--- src/common/calc_pkg.sv ---
package calc_pkg;

  // Number of matrix slots in the store
  localparam int NUM_MATS = 4;

  // One matrix element, arithmetic wraps modulo 256
  typedef logic [7:0] elem_t;

  // 2x2 matrix, row-major
  // Element 0 (row 0, col 0) sits in the low byte
  // Layout {m11, m10, m01, m00}
  typedef logic [31:0] mat_t;

  // Matrix ID as typed by the user, digits 0..9
  // Only IDs below NUM_MATS exist in the store
  typedef logic [3:0] mat_id_t;

  typedef enum logic [2:0] {
    OP_NONE,        // Nothing selected
    OP_TRANSPOSE,   // Unary
    OP_ADD,         // Binary, element-wise
    OP_SCALAR_MUL,  // Unary plus switch scalar
    OP_MAT_MUL,     // Binary, row x column
    OP_CONV         // Reserved, ALU flags it as an error
  } op_code_t;

  // Calculator controller states
  typedef enum logic [3:0] {
    IDLE,
    SELECT_OP,       // Wait for switch selection and confirm
    SELECT_A,        // Wait for first ID digit
    SELECT_B,        // Wait for second ID digit
    CONFIRM_SCALAR,  // Wait for scalar confirm
    EXEC_ALU,        // Fire ALU start
    WAIT_ALU,
    ERROR_HOLD,      // Error LED countdown
    EXEC_PRINT,      // Fire printer start
    WAIT_PRINT,
    DONE_WAIT        // Result shown, wait for user
  } ctrl_state_t;

endpackage

--- src/common/alu_if.sv ---
`timescale 1ns/100ps

interface alu_if;

  logic               start;  // One-cycle pulse, ALU must be idle
  calc_pkg::op_code_t op;     // Held from start until done or err
  calc_pkg::mat_id_t  id_a;
  calc_pkg::mat_id_t  id_b;   // Don't care for unary ops
  logic               done;   // Result valid, held until next start
  logic               err;    // Bad ID or unsupported op

  // Controller side
  modport ctrl (
    output start, op, id_a, id_b,
    input  done, err
  );

  // ALU side
  modport alu (
    input  start, op, id_a, id_b,
    output done, err
  );

endinterface

--- src/hdl/calc_ctrl.sv ---
`timescale 1ns/100ps

module calc_ctrl #(
  parameter int ERR_HOLD_CYCLES = 16  // Error LED hold time in cycles
) (
  input  logic       clk,
  input  logic       rst_n,
  input  logic       start_en,       // Main menu hands over control
  input  logic [7:0] sw_mode_sel,    // Op switches, bit 7 has priority
  input  logic       btn_confirm,
  input  logic       btn_esc,
  input  logic [7:0] rx_data,        // ASCII byte from receiver
  input  logic       rx_done,        // rx_data valid strobe
  input  logic       print_done,
  output logic       print_start,
  output logic       calc_sys_done,  // Back to main menu
  output logic       calc_err,       // Drives error LED
  alu_if.ctrl        alu
);

  // Counter must reach ERR_HOLD_CYCLES
  localparam int CNT_W = (ERR_HOLD_CYCLES > 1) ? $clog2(ERR_HOLD_CYCLES + 1) : 1;

  calc_pkg::ctrl_state_t state;
  calc_pkg::op_code_t    op_q;
  calc_pkg::op_code_t    sel_op;
  calc_pkg::mat_id_t     id_a_q;
  calc_pkg::mat_id_t     id_b_q;
  calc_pkg::mat_id_t     digit_id;
  logic [CNT_W-1:0]      err_cnt;
  logic                  confirm_q;
  logic                  esc_q;
  logic                  confirm_rise;
  logic                  esc_rise;
  logic                  digit_ok;

  // Rising edges of the buttons
  assign confirm_rise = btn_confirm & ~confirm_q;
  assign esc_rise     = btn_esc & ~esc_q;

  // ASCII '0'..'9' only, anything else is dropped
  assign digit_ok = rx_done && (rx_data[7:4] == 4'h3) && (rx_data[3:0] <= 4'd9);
  assign digit_id = rx_data[3:0];  // Low nibble is the digit value

  assign alu.op   = op_q;
  assign alu.id_a = id_a_q;
  assign alu.id_b = id_b_q;

  // Switch priority: conv, mat mul, scalar mul, add, transpose
  always_comb begin
    casez (sw_mode_sel[7:3])
      5'b1????: sel_op = calc_pkg::OP_CONV;
      5'b01???: sel_op = calc_pkg::OP_MAT_MUL;
      5'b001??: sel_op = calc_pkg::OP_SCALAR_MUL;
      5'b0001?: sel_op = calc_pkg::OP_ADD;
      5'b00001: sel_op = calc_pkg::OP_TRANSPOSE;
      default:  sel_op = calc_pkg::OP_NONE;
    endcase
  end

  always_ff @(posedge clk or negedge rst_n) begin
    if (!rst_n) begin
      state         <= calc_pkg::IDLE;
      op_q          <= calc_pkg::OP_NONE;
      id_a_q        <= '0;
      id_b_q        <= '0;
      err_cnt       <= '0;
      confirm_q     <= 1'b0;
      esc_q         <= 1'b0;
      alu.start     <= 1'b0;
      print_start   <= 1'b0;
      calc_sys_done <= 1'b0;
      calc_err      <= 1'b0;
    end else begin
      confirm_q     <= btn_confirm;
      esc_q         <= btn_esc;
      alu.start     <= 1'b0;  // Pulses default low
      print_start   <= 1'b0;
      calc_sys_done <= 1'b0;

      case (state)
        calc_pkg::IDLE: begin
          calc_err <= 1'b0;
          err_cnt  <= '0;
          if (start_en) state <= calc_pkg::SELECT_OP;
        end
        calc_pkg::SELECT_OP: begin
          if (esc_rise) begin
            calc_sys_done <= 1'b1;  // Leave calculator mode
            state         <= calc_pkg::IDLE;
          end else if (confirm_rise && sel_op != calc_pkg::OP_NONE) begin
            op_q  <= sel_op;
            state <= calc_pkg::SELECT_A;
          end
        end
        calc_pkg::SELECT_A: begin
          if (esc_rise) begin
            state <= calc_pkg::SELECT_OP;
          end else if (digit_ok) begin
            id_a_q <= digit_id;
            // Binary ops need a second ID
            if (op_q == calc_pkg::OP_ADD || op_q == calc_pkg::OP_MAT_MUL)
              state <= calc_pkg::SELECT_B;
            else if (op_q == calc_pkg::OP_SCALAR_MUL)
              state <= calc_pkg::CONFIRM_SCALAR;
            else
              state <= calc_pkg::EXEC_ALU;  // Transpose, conv
          end
        end
        calc_pkg::SELECT_B: begin
          if (esc_rise) begin
            state <= calc_pkg::SELECT_A;
          end else if (digit_ok) begin
            id_b_q <= digit_id;
            state  <= calc_pkg::EXEC_ALU;
          end
        end
        calc_pkg::CONFIRM_SCALAR: begin
          if (esc_rise) state <= calc_pkg::SELECT_A;
          else if (confirm_rise) state <= calc_pkg::EXEC_ALU;  // ALU samples scalar on start
        end
        calc_pkg::EXEC_ALU: begin
          alu.start <= 1'b1;
          state     <= calc_pkg::WAIT_ALU;
        end
        calc_pkg::WAIT_ALU: begin
          if (alu.err) begin
            calc_err <= 1'b1;  // LED on with entry into hold
            err_cnt  <= '0;
            state    <= calc_pkg::ERROR_HOLD;
          end else if (alu.done) begin
            state <= calc_pkg::EXEC_PRINT;
          end
        end
        calc_pkg::ERROR_HOLD: begin
          if (esc_rise || err_cnt == CNT_W'(ERR_HOLD_CYCLES)) begin
            calc_err <= 1'b0;  // Manual cancel or timeout
            state    <= calc_pkg::SELECT_OP;
          end else begin
            err_cnt <= err_cnt + 1'b1;
          end
        end
        calc_pkg::EXEC_PRINT: begin
          print_start <= 1'b1;
          state       <= calc_pkg::WAIT_PRINT;
        end
        calc_pkg::WAIT_PRINT: begin
          if (print_done) state <= calc_pkg::DONE_WAIT;
        end
        calc_pkg::DONE_WAIT: begin
          // Either button starts a new operation
          if (esc_rise || confirm_rise) state <= calc_pkg::SELECT_OP;
        end
        default: state <= calc_pkg::IDLE;
      endcase
    end
  end

endmodule

--- src/hdl/mat_store.sv ---
`timescale 1ns/100ps

module mat_store (
  input  logic              clk,
  input  logic              rst_n,
  input  logic              load_en,    // Write whole matrix this cycle
  input  calc_pkg::mat_id_t load_id,
  input  calc_pkg::mat_t    load_data,
  input  calc_pkg::mat_id_t rd_id,      // From ALU
  output calc_pkg::mat_t    rd_data     // One cycle after rd_id
);

  // Slot select width, upper ID bits ignored here
  localparam int IDX_W = $clog2(calc_pkg::NUM_MATS);

  calc_pkg::mat_t mats [calc_pkg::NUM_MATS];

  logic [IDX_W-1:0] wr_idx;
  logic [IDX_W-1:0] rd_idx;

  assign wr_idx = load_id[IDX_W-1:0];
  assign rd_idx = rd_id[IDX_W-1:0];  // ALU has already rejected bad IDs

  // Matrix slots, cleared on reset
  always_ff @(posedge clk or negedge rst_n) begin
    if (!rst_n) begin
      for (int i = 0; i < calc_pkg::NUM_MATS; i++) begin
        mats[i] <= '0;
      end
    end else if (load_en) begin
      mats[wr_idx] <= load_data;
    end
  end

  // Registered read port
  always_ff @(posedge clk) begin
    rd_data <= mats[rd_idx];
  end

endmodule

--- src/alu/mat_alu.sv ---
`timescale 1ns/100ps

module mat_alu (
  input  logic              clk,
  input  logic              rst_n,
  input  calc_pkg::elem_t   scalar,   // Switch value, sampled on start
  input  calc_pkg::mat_t    rd_data,  // Store read data
  output calc_pkg::mat_id_t rd_id,    // Store read address
  output calc_pkg::mat_t    result,   // Held until next start
  alu_if.alu                alu
);

  typedef enum logic [2:0] {
    S_IDLE,
    S_FETCH_A,  // rd_id = A
    S_GET_A,    // A on rd_data, rd_id = B
    S_GET_B,    // B on rd_data
    S_CALC      // Binary ops only
  } alu_state_t;

  alu_state_t         state;
  calc_pkg::op_code_t op_q;
  calc_pkg::mat_id_t  id_a_q;
  calc_pkg::mat_id_t  id_b_q;
  calc_pkg::elem_t    scalar_q;
  calc_pkg::mat_t     a_q;
  calc_pkg::mat_t     b_q;
  logic               binary_op;
  logic               bad_req;

  // All element arithmetic wraps to 8 bits
  function automatic calc_pkg::mat_t mat_compute(input calc_pkg::op_code_t op,
                                                 input calc_pkg::mat_t a,
                                                 input calc_pkg::mat_t b,
                                                 input calc_pkg::elem_t s);
    calc_pkg::mat_t r;
    r = '0;
    case (op)
      calc_pkg::OP_TRANSPOSE: r = {a[31:24], a[15:8], a[23:16], a[7:0]};  // Swap m01, m10
      calc_pkg::OP_ADD: begin
        for (int i = 0; i < 4; i++) r[8*i +: 8] = a[8*i +: 8] + b[8*i +: 8];
      end
      calc_pkg::OP_SCALAR_MUL: begin
        for (int i = 0; i < 4; i++) r[8*i +: 8] = a[8*i +: 8] * s;
      end
      calc_pkg::OP_MAT_MUL: begin
        // c[row][col] = a[row][0]*b[0][col] + a[row][1]*b[1][col]
        for (int row = 0; row < 2; row++) begin
          for (int col = 0; col < 2; col++) begin
            r[8*(2*row+col) +: 8] = a[16*row +: 8] * b[8*col +: 8]
                                  + a[16*row+8 +: 8] * b[16+8*col +: 8];
          end
        end
      end
      default: r = '0;
    endcase
    return r;
  endfunction

  assign binary_op = (alu.op == calc_pkg::OP_ADD) || (alu.op == calc_pkg::OP_MAT_MUL);

  // Range and op check on start
  assign bad_req = (alu.op == calc_pkg::OP_NONE) || (alu.op == calc_pkg::OP_CONV)
                 || (alu.id_a >= calc_pkg::mat_id_t'(calc_pkg::NUM_MATS))
                 || (binary_op && alu.id_b >= calc_pkg::mat_id_t'(calc_pkg::NUM_MATS));

  assign rd_id = (state == S_GET_A) ? id_b_q : id_a_q;

  always_ff @(posedge clk or negedge rst_n) begin
    if (!rst_n) begin
      state    <= S_IDLE;
      alu.done <= 1'b0;
      alu.err  <= 1'b0;
    end else begin
      alu.done <= 1'b0;
      alu.err  <= 1'b0;
      case (state)
        S_IDLE: begin
          if (alu.start && bad_req) alu.err <= 1'b1;  // Err one cycle after start
          else if (alu.start) state <= S_FETCH_A;
        end
        S_FETCH_A: state <= S_GET_A;
        S_GET_A: begin
          if (op_q == calc_pkg::OP_ADD || op_q == calc_pkg::OP_MAT_MUL) begin
            state <= S_GET_B;
          end else begin
            alu.done <= 1'b1;  // Unary result straight from rd_data
            state    <= S_IDLE;
          end
        end
        S_GET_B: state <= S_CALC;
        S_CALC: begin
          alu.done <= 1'b1;
          state    <= S_IDLE;
        end
        default: state <= S_IDLE;
      endcase
    end
  end

  // Operand capture and result register
  always_ff @(posedge clk) begin
    if (state == S_IDLE && alu.start) begin
      op_q     <= alu.op;
      id_a_q   <= alu.id_a;
      id_b_q   <= alu.id_b;
      scalar_q <= scalar;
    end
    if (state == S_GET_A) a_q <= rd_data;
    if (state == S_GET_B) b_q <= rd_data;
    if (state == S_GET_A && !(op_q == calc_pkg::OP_ADD || op_q == calc_pkg::OP_MAT_MUL))
      result <= mat_compute(op_q, rd_data, rd_data, scalar_q);
    if (state == S_CALC) result <= mat_compute(op_q, a_q, b_q, scalar_q);
  end

endmodule

--- src/hdl/result_printer.sv ---
`timescale 1ns/100ps

module result_printer (
  input  logic            clk,
  input  logic            rst_n,
  input  logic            print_start,  // Latch result and begin
  input  calc_pkg::mat_t  result,       // ALU result matrix
  input  logic            tx_ready,
  output calc_pkg::elem_t tx_data,
  output logic            tx_valid,
  output logic            print_done    // One cycle after last transfer
);

  calc_pkg::mat_t mat_q;  // Snapshot of the result
  logic [1:0]     idx;    // Element index, row-major
  logic           xfer;

  assign xfer    = tx_valid && tx_ready;
  assign tx_data = mat_q[8*idx +: 8];  // Stable while idx holds

  always_ff @(posedge clk or negedge rst_n) begin
    if (!rst_n) begin
      idx        <= '0;
      tx_valid   <= 1'b0;
      print_done <= 1'b0;
    end else begin
      print_done <= 1'b0;
      if (!tx_valid && print_start) begin
        idx      <= '0;
        tx_valid <= 1'b1;
      end else if (xfer) begin
        if (idx == 2'd3) begin
          tx_valid   <= 1'b0;  // Last byte gone, back to idle
          print_done <= 1'b1;
        end else begin
          idx <= idx + 2'd1;
        end
      end
    end
  end

  // Snapshot only when idle
  always_ff @(posedge clk) begin
    if (!tx_valid && print_start) mat_q <= result;
  end

endmodule

--- src/hdl/matrix_calc_top.sv ---
`timescale 1ns/100ps

module matrix_calc_top #(
  parameter int ERR_HOLD_CYCLES = 16
) (
  input  logic              clk,
  input  logic              rst_n,
  input  logic              start_en,
  input  logic [7:0]        sw_mode_sel,
  input  calc_pkg::elem_t   sw_scalar,
  input  logic              btn_confirm,
  input  logic              btn_esc,
  input  logic [7:0]        rx_data,
  input  logic              rx_done,
  input  logic              load_en,    // Matrix preload
  input  calc_pkg::mat_id_t load_id,
  input  calc_pkg::mat_t    load_data,
  input  logic              tx_ready,
  output calc_pkg::elem_t   tx_data,
  output logic              tx_valid,
  output logic              calc_sys_done,
  output logic              calc_err
);

  calc_pkg::mat_id_t rd_id;
  calc_pkg::mat_t    rd_data;
  calc_pkg::mat_t    alu_result;
  logic              print_start;
  logic              print_done;

  alu_if alu_bus ();  // Controller to ALU

  calc_ctrl #(
    .ERR_HOLD_CYCLES(ERR_HOLD_CYCLES)
  ) calc_ctrl_inst (
    .clk           (clk),
    .rst_n         (rst_n),
    .start_en      (start_en),
    .sw_mode_sel   (sw_mode_sel),
    .btn_confirm   (btn_confirm),
    .btn_esc       (btn_esc),
    .rx_data       (rx_data),
    .rx_done       (rx_done),
    .print_done    (print_done),
    .print_start   (print_start),
    .calc_sys_done (calc_sys_done),
    .calc_err      (calc_err),
    .alu           (alu_bus.ctrl)
  );

  mat_store mat_store_inst (
    .clk       (clk),
    .rst_n     (rst_n),
    .load_en   (load_en),
    .load_id   (load_id),
    .load_data (load_data),
    .rd_id     (rd_id),
    .rd_data   (rd_data)
  );

  mat_alu mat_alu_inst (
    .clk     (clk),
    .rst_n   (rst_n),
    .scalar  (sw_scalar),
    .rd_data (rd_data),
    .rd_id   (rd_id),
    .result  (alu_result),
    .alu     (alu_bus.alu)
  );

  result_printer result_printer_inst (
    .clk         (clk),
    .rst_n       (rst_n),
    .print_start (print_start),
    .result      (alu_result),
    .tx_ready    (tx_ready),
    .tx_data     (tx_data),
    .tx_valid    (tx_valid),
    .print_done  (print_done)
  );

endmodule

--- config.mk ---
export PLATFORM = sky130hd
export DESIGN_NAME = matrix_calc_top
export DESIGN_NICKNAME = d
export VERILOG_FILES = /design/src/common/calc_pkg.sv /design/src/common/alu_if.sv /design/src/hdl/calc_ctrl.sv /design/src/hdl/mat_store.sv /design/src/alu/mat_alu.sv /design/src/hdl/result_printer.sv /design/src/hdl/matrix_calc_top.sv
export SDC_FILE = /design/constraint.sdc
export NUM_CORES = 2
export LEC_CHECK = 0
export ABC_AREA = 1
export BUFFER_PORTS_ARGS = -buffer_cell sky130_fd_sc_hd__buf_2
export CAP_MARGIN = 10
export CORE_UTILIZATION = 25
export CTS_CLUSTER_SIZE = 10
export DETAILED_ROUTE_END_ITERATION = 8
export PLACE_DENSITY = 0.4
export SYNTH_ARGS = -nofsm -noshare
export SYNTH_HDL_FRONTEND = slang
export SYNTH_SLANG_ARGS = --single-unit
--- constraint.sdc ---
create_clock -name clk -period 6.8 [get_ports clk]
set_input_delay 0.68 -clock clk [delete_from_list [all_inputs] [get_ports clk]]
set_output_delay 0.68 -clock clk [all_outputs]
set_load 0.03 [all_outputs]
# Yosys cells after proc, flatten, opt, wreduce, memory -nomap -nowiden
# Cells that the tools add are included.
# totals
reg_bits	338
latch_bits	0
ram_bits	0
mem_bits_ro	0
in_bits	68
out_inout_bits	11
word_cells	220
mem_count	0
# op_classes
add_sub_neg	18
n_mul	23
n_div	0
order_cmp	6
eq_ne	43
shift	1
mux	56
bitwise	7
n_reduce_logical	36
# op_table
operator	count
one-hot mux 32 bit (4 select lines)	2
multiplier 8 x 8 -> 8 bit	23
two-way mux 32 bit	5
adder 8 bit	16
bitwise mux 128 bit	1
binary-select mux 32 bit (select 2 bit)	1
demux 32 bit (select 2 bit)	1
two-way mux 4 bit	15
one-hot mux 4 bit (11 select lines)	1
variable part select 32 x 6 -> 8 bit	1
== test 3 x 2 -> 1 bit, second input constant	6
== test 4 x 3 -> 1 bit, second input constant	4
two-way mux 1 bit	16
!= test 3 x 1 -> 1 bit, second input constant	5
one-hot mux 3 bit (5 select lines)	1
one-hot mux 5 bit (3 select lines)	1
AND reduction 3 bit	5
== test 3 bit, second input constant	4
== test 4 x 2 -> 1 bit, second input constant	3
== test 4 bit, second input constant	3
one-hot mux 3 bit (4 select lines)	1
logical AND 1 bit	10
two-way mux 2 bit	5
two-way mux 5 bit	2
28 further kinds	58

# Logic depth before layout (Yosys ltp)
# depth
ltp_word	7
depth_mapped	36
ltp_nobuf	34

# By module
# From an unflattened synthesis, not the netlist that was laid out.
# unflattened
cells_unflattened	5711
hier_area_um2	41250.8
# modules_own_cells
mod	instances	cells_per_inst	area_each_um2	seq_area_each_um2
mat_alu	1	4422	30878.4	3578.4
mat_store	1	968	7378.3	3843.7
calc_ctrl	1	205	1540.2	650.6
result_printer	1	116	1453.9	1061.0

# Worst setup path before layout
# Ideal clock, no wire load.
# synth_timing
path_type	register -> register
start	register mat_store_inst.rd_data[11]
end	register mat_alu_inst.result[7], data pin
setup_time_ns	0.251
arrival_time_ns	6.592
setup_slack_ns	-0.043
path_stages_with_launch	27
path_buffers	2
synth_period_minus_slack_ns	6.843
path_cell_list	dfxtp_1 -> buf_2 -> buf_1 -> nand2_1 -> fa_1 -> fa_1 -> inv_1 -> fa_1 -> fa_1 -> ha_1 -> xor2_1 -> fa_1 -> fa_1 -> inv_1 -> fa_1 -> fa_1 -> inv_1 -> ha_1 -> a21oi_1 -> nand2_1 -> xnor2_1 -> xor2_1 -> nand3_1 -> nand3_1 -> nand3_1 -> nand2_1 -> nor2_1
# synth_between
elab_chain_cells	5
# synth_rtl
item	line_no	rtl
from (decl)	mat_store.sv:10	output calc_pkg::mat_t rd_data
from (signal assigned)	mat_store.sv:37	rd_data <= mats[rd_idx];
multiplier 8 x 8 -> 8 bit	mat_alu.sv:51	+ a[16*row+8 +: 8] * b[16+8*col +: 8];
adder 8 bit	mat_alu.sv:51	
one-hot mux 32 bit (4 select lines)	mat_alu.sv:38	case (op)
two-way mux 32 bit	mat_alu.sv:111	if (state == S_GET_A && !(op_q == calc_pkg::OP_ADD || op_q == calc_pkg::OP_MAT_MUL))
two-way mux 32 bit	mat_alu.sv:113	if (state == S_CALC) result <= mat_compute(op_q, a_q, b_q, scalar_q);
to (signal assigned)	mat_alu.sv:112	result <= mat_compute(op_q, rd_data, rd_data, scalar_q);
to (signal assigned)	mat_alu.sv:113	
to (decl)	mat_alu.sv:9	output calc_pkg::mat_t result,
# Every way passes these cells. The select of a mux whose other input is x is not followed.
# A chain may end at the register's enable or synchronous reset.

# Worst setup path after layout
# layout_timing
start	register mat_store_inst.rd_data[19]
end	register mat_alu_inst.result[7], data pin
# The elaborated chain is that of the path after synthesis.

==> flow_summary.toml <==
[routing]
remaining_drc_errors = 0
antenna_left = 0
first_iter_violations = 2011
drt_wl_total_um = 133400
avgRoutedWirePerCell_um = 18.35
num_vias = 31530
dr.pass1.iters = 5
viasPerCell = 4.337

[placement]
dp_hpwl_um = 100000
numPortBuffers = 73
dp.cells = 7186
gp_congestion = 0.8354

[floorplan]
dieArea_mm2 = 0.1577
io-pin-count = 79
die_x_um = 397.1
core-area_mm2 = 0.1546
die-height_um = 397.1
row_count = 144
start_util_pct = 25.25

[synth]
synth-main-ff-cell = "dfrtp_1"
ys_seq_area_share_pct = 23.09
ys_warn_count = 0
synth_area_leader_cell = "fa_1"
synth_top_area_share_pct = 16.82
synth-async-reset-ratio_pct = 48.22
ys_types = 65
synth_fp_nets = 5969
ys_seq_elements = 338
syn_inst = 5152
synth_top_cells_by_area = "fa_1, nand2_1, ha_1"
synth.most_common_cell = "nand2_1"
synth.top_cells.by_count = "nand2_1, inv_1, ha_1"
synth_area_per_cell_um2 = 7.576
syn_area_mm2 = 0.03903
synth_edf_count = 143

[layout]
fillers = 16960
ff_latch_area_mm2 = 0.009029
drive_gt1_share_pct = 7.062
area_growth_pct = 12.15
finalNetCount = 6009
final_cells = 7270
final_util_pct = 28.32
multiInputGateArea_mm2 = 0.02437

[job]
max_cap_violations = 0

[sta]
maxSlewHeadroom_pct = 27.68
hold_viol = 0
tightest_slew_ps = 1082
period_share_pct = 95.77
fin_setup_tns_ps = 0
setup_violations = 0
min_period_ps = 6513
skew_ps = 21.98
fmaxAchievable_ghz = 0.1536
finalMaxSlewViolations = 0

[global_route]
met1_usage_pct = 23.39
first_global_vias = 31820
grt_pass1_wl_um = 202100
use_met2_pct = 29.41
grtUsageTotal_pct = 17.05
grtUsageMet3_pct = 1.442
grt_max_degree = 66
grt.overflow.total = 0
grt_busiest_layer = "met2"
antenna_found_initial = 4

[min_path]
hold_class = "input pin to asynchronous set/reset pin"

[worst_setup_path]
required_ps = 7180
critPathKind = "flip-flop to flip-flop"
worstPathMaxFanout = 4
cp-start-kind = "flip-flop"
arrival_ps = 6890
setup.worst_path.end_class = "flip-flop"

[clock_tree]
cts.clk_slew.worst_paths_ps = 70
cts_tree = "yes"
cts_inserted_buffers = 46
cts_hold_buffers = 0
cts_buffer_depth = 3
clock-sinks = 338
clockRootBuffer = "clkbuf_16"
clk_latency_ps = 620
htreeDepth = 2

[status]
status = "finished, final reports clean"
[layout by cell type (no fill, tap or decap), drive strengths merged, types with 9 or more instances in the layout]
cell | Yosys | final
nand3b | 20 | 20
a32oi | 33 | 33
buf | 111 | 221
or2 | 22 | 22
dfrtp | 163 | 163
a31oi | 10 | 10
nand4 | 15 | 15
edfxtp | 143 | 143
o22ai | 16 | 16
ha | 421 | 421
nor3 | 21 | 21
a21o | 9 | 9
inv | 1272 | 1276
xor2 | 115 | 115
nor2 | 116 | 116
a221oi | 28 | 28
xnor2 | 108 | 108
dfxtp | 32 | 32
fa | 328 | 328
nand3 | 108 | 108
clkbuf | 118 | 68
a21oi | 123 | 123
o21ai | 238 | 238
nand2 | 1510 | 1510
[state kept, by name, summed over array words and instances, names as in the netlist, 4 cells and up]
register                   flops
mat_alu_inst.scalar_q          8
mat_alu_inst.b_q              32
calc_ctrl_inst.alu.id_a        4
calc_ctrl_inst.alu.id_b        4
mat_store_inst.mats          128
mat_alu_inst.result           32
result_printer_inst.mat_q     32
calc_ctrl_inst.state           4
calc_ctrl_inst.err_cnt         5
mat_alu_inst.a_q              32
mat_store_inst.rd_data        32
[critical path: stages (launching register included)]
cell     delay (ps)
dfxtp_4         370
buf_6           100
nand2_2          40
fa_1            550
inv_2            50
ha_4            240
fa_1            580
fa_1            480
ha_4            300
xor2_1          140
buf_4           140
fa_1            430
fa_1            510
inv_1            40
fa_1            460
fa_1            540
inv_1            40
ha_1            320
a21oi_1         140
nand2_1          80
xnor2_1         170
xor2_1          200
nand3_1         100
nand3_1          90
nand3_1          70
nand2_1          70
nor2_1           50
[layer usage]
metal	wire (µm)	vias up	part of all wire, %
met4	1984	2	1.5
li1	-	15640	-
met2	63720	542	48
met3	4398	108	3.3
met5	8	-	0.0060
met1	63290	15240	47
[cell type report]
cell class	instances	area share (%)
Sequential cell	338	20.63
Antenna cell	1	0.005717
Tap cell	2044	5.842
Multi-Input combinational cell	3313	55.66
Clock buffer	68	3.078
Clock inverter	13	0.3802
Timing Repair Buffer	221	3.499
Inverter	1272	10.91
[per-stage QoR]
step           setup slack (ps)  hold slack (ps)  instance area (µm²)
5_1_grt                  -15.54            124.3                43770
6_report                  287.5            99.47                43770
2_1_floorplan             69.71            384.4                39030
3_3_place_gp              40.64            402.3                42160
4_1_cts                   84.63            93.20                43670
3_5_place_dp              59.07            406.1                42160
[kinds of logic (layout without fill, tap and decap cells)]
group	after synthesis	count (layout)	synth area share, %
AO/OA/AOI/OAI	509	509	7.751
XOR/XNOR	223	223	5.177
adder cells (fa/ha/maj)	749	749	30.32
buffers and inverters	1501	1574	14.86
flip-flops	338	338	23.09
multiplexers	3	3	0.08334
other	0	1	0
AND/OR/NAND/NOR	1829	1829	18.71
[timing repair]
action,4_1_cts,5_1_grt
gates resized for setup,0,25
endpoints found under the setup margin,0,2
buffers inserted,0,2
[worst paths after layout]
path,cells past startpoint,from,to,slack [ps]
max in group asynchronous,2,rst_n,calc_ctrl_inst.esc_q,5320
hold reg to reg,0,mat_alu_inst.result[16],result_printer_inst.mat_q[16],410
setup / recovery,26,mat_store_inst.rd_data[19],mat_alu_inst.result[7],290
setup reg to reg,26,mat_store_inst.rd_data[19],mat_alu_inst.result[7],290
hold / removal,1,rst_n,mat_store_inst.mats[60],100
min in group clk,1,btn_confirm,calc_ctrl_inst.confirm_q,190
Power is not shown: default switching activity piles up to over one toggle a cycle in this logic, so the estimate is an artifact.
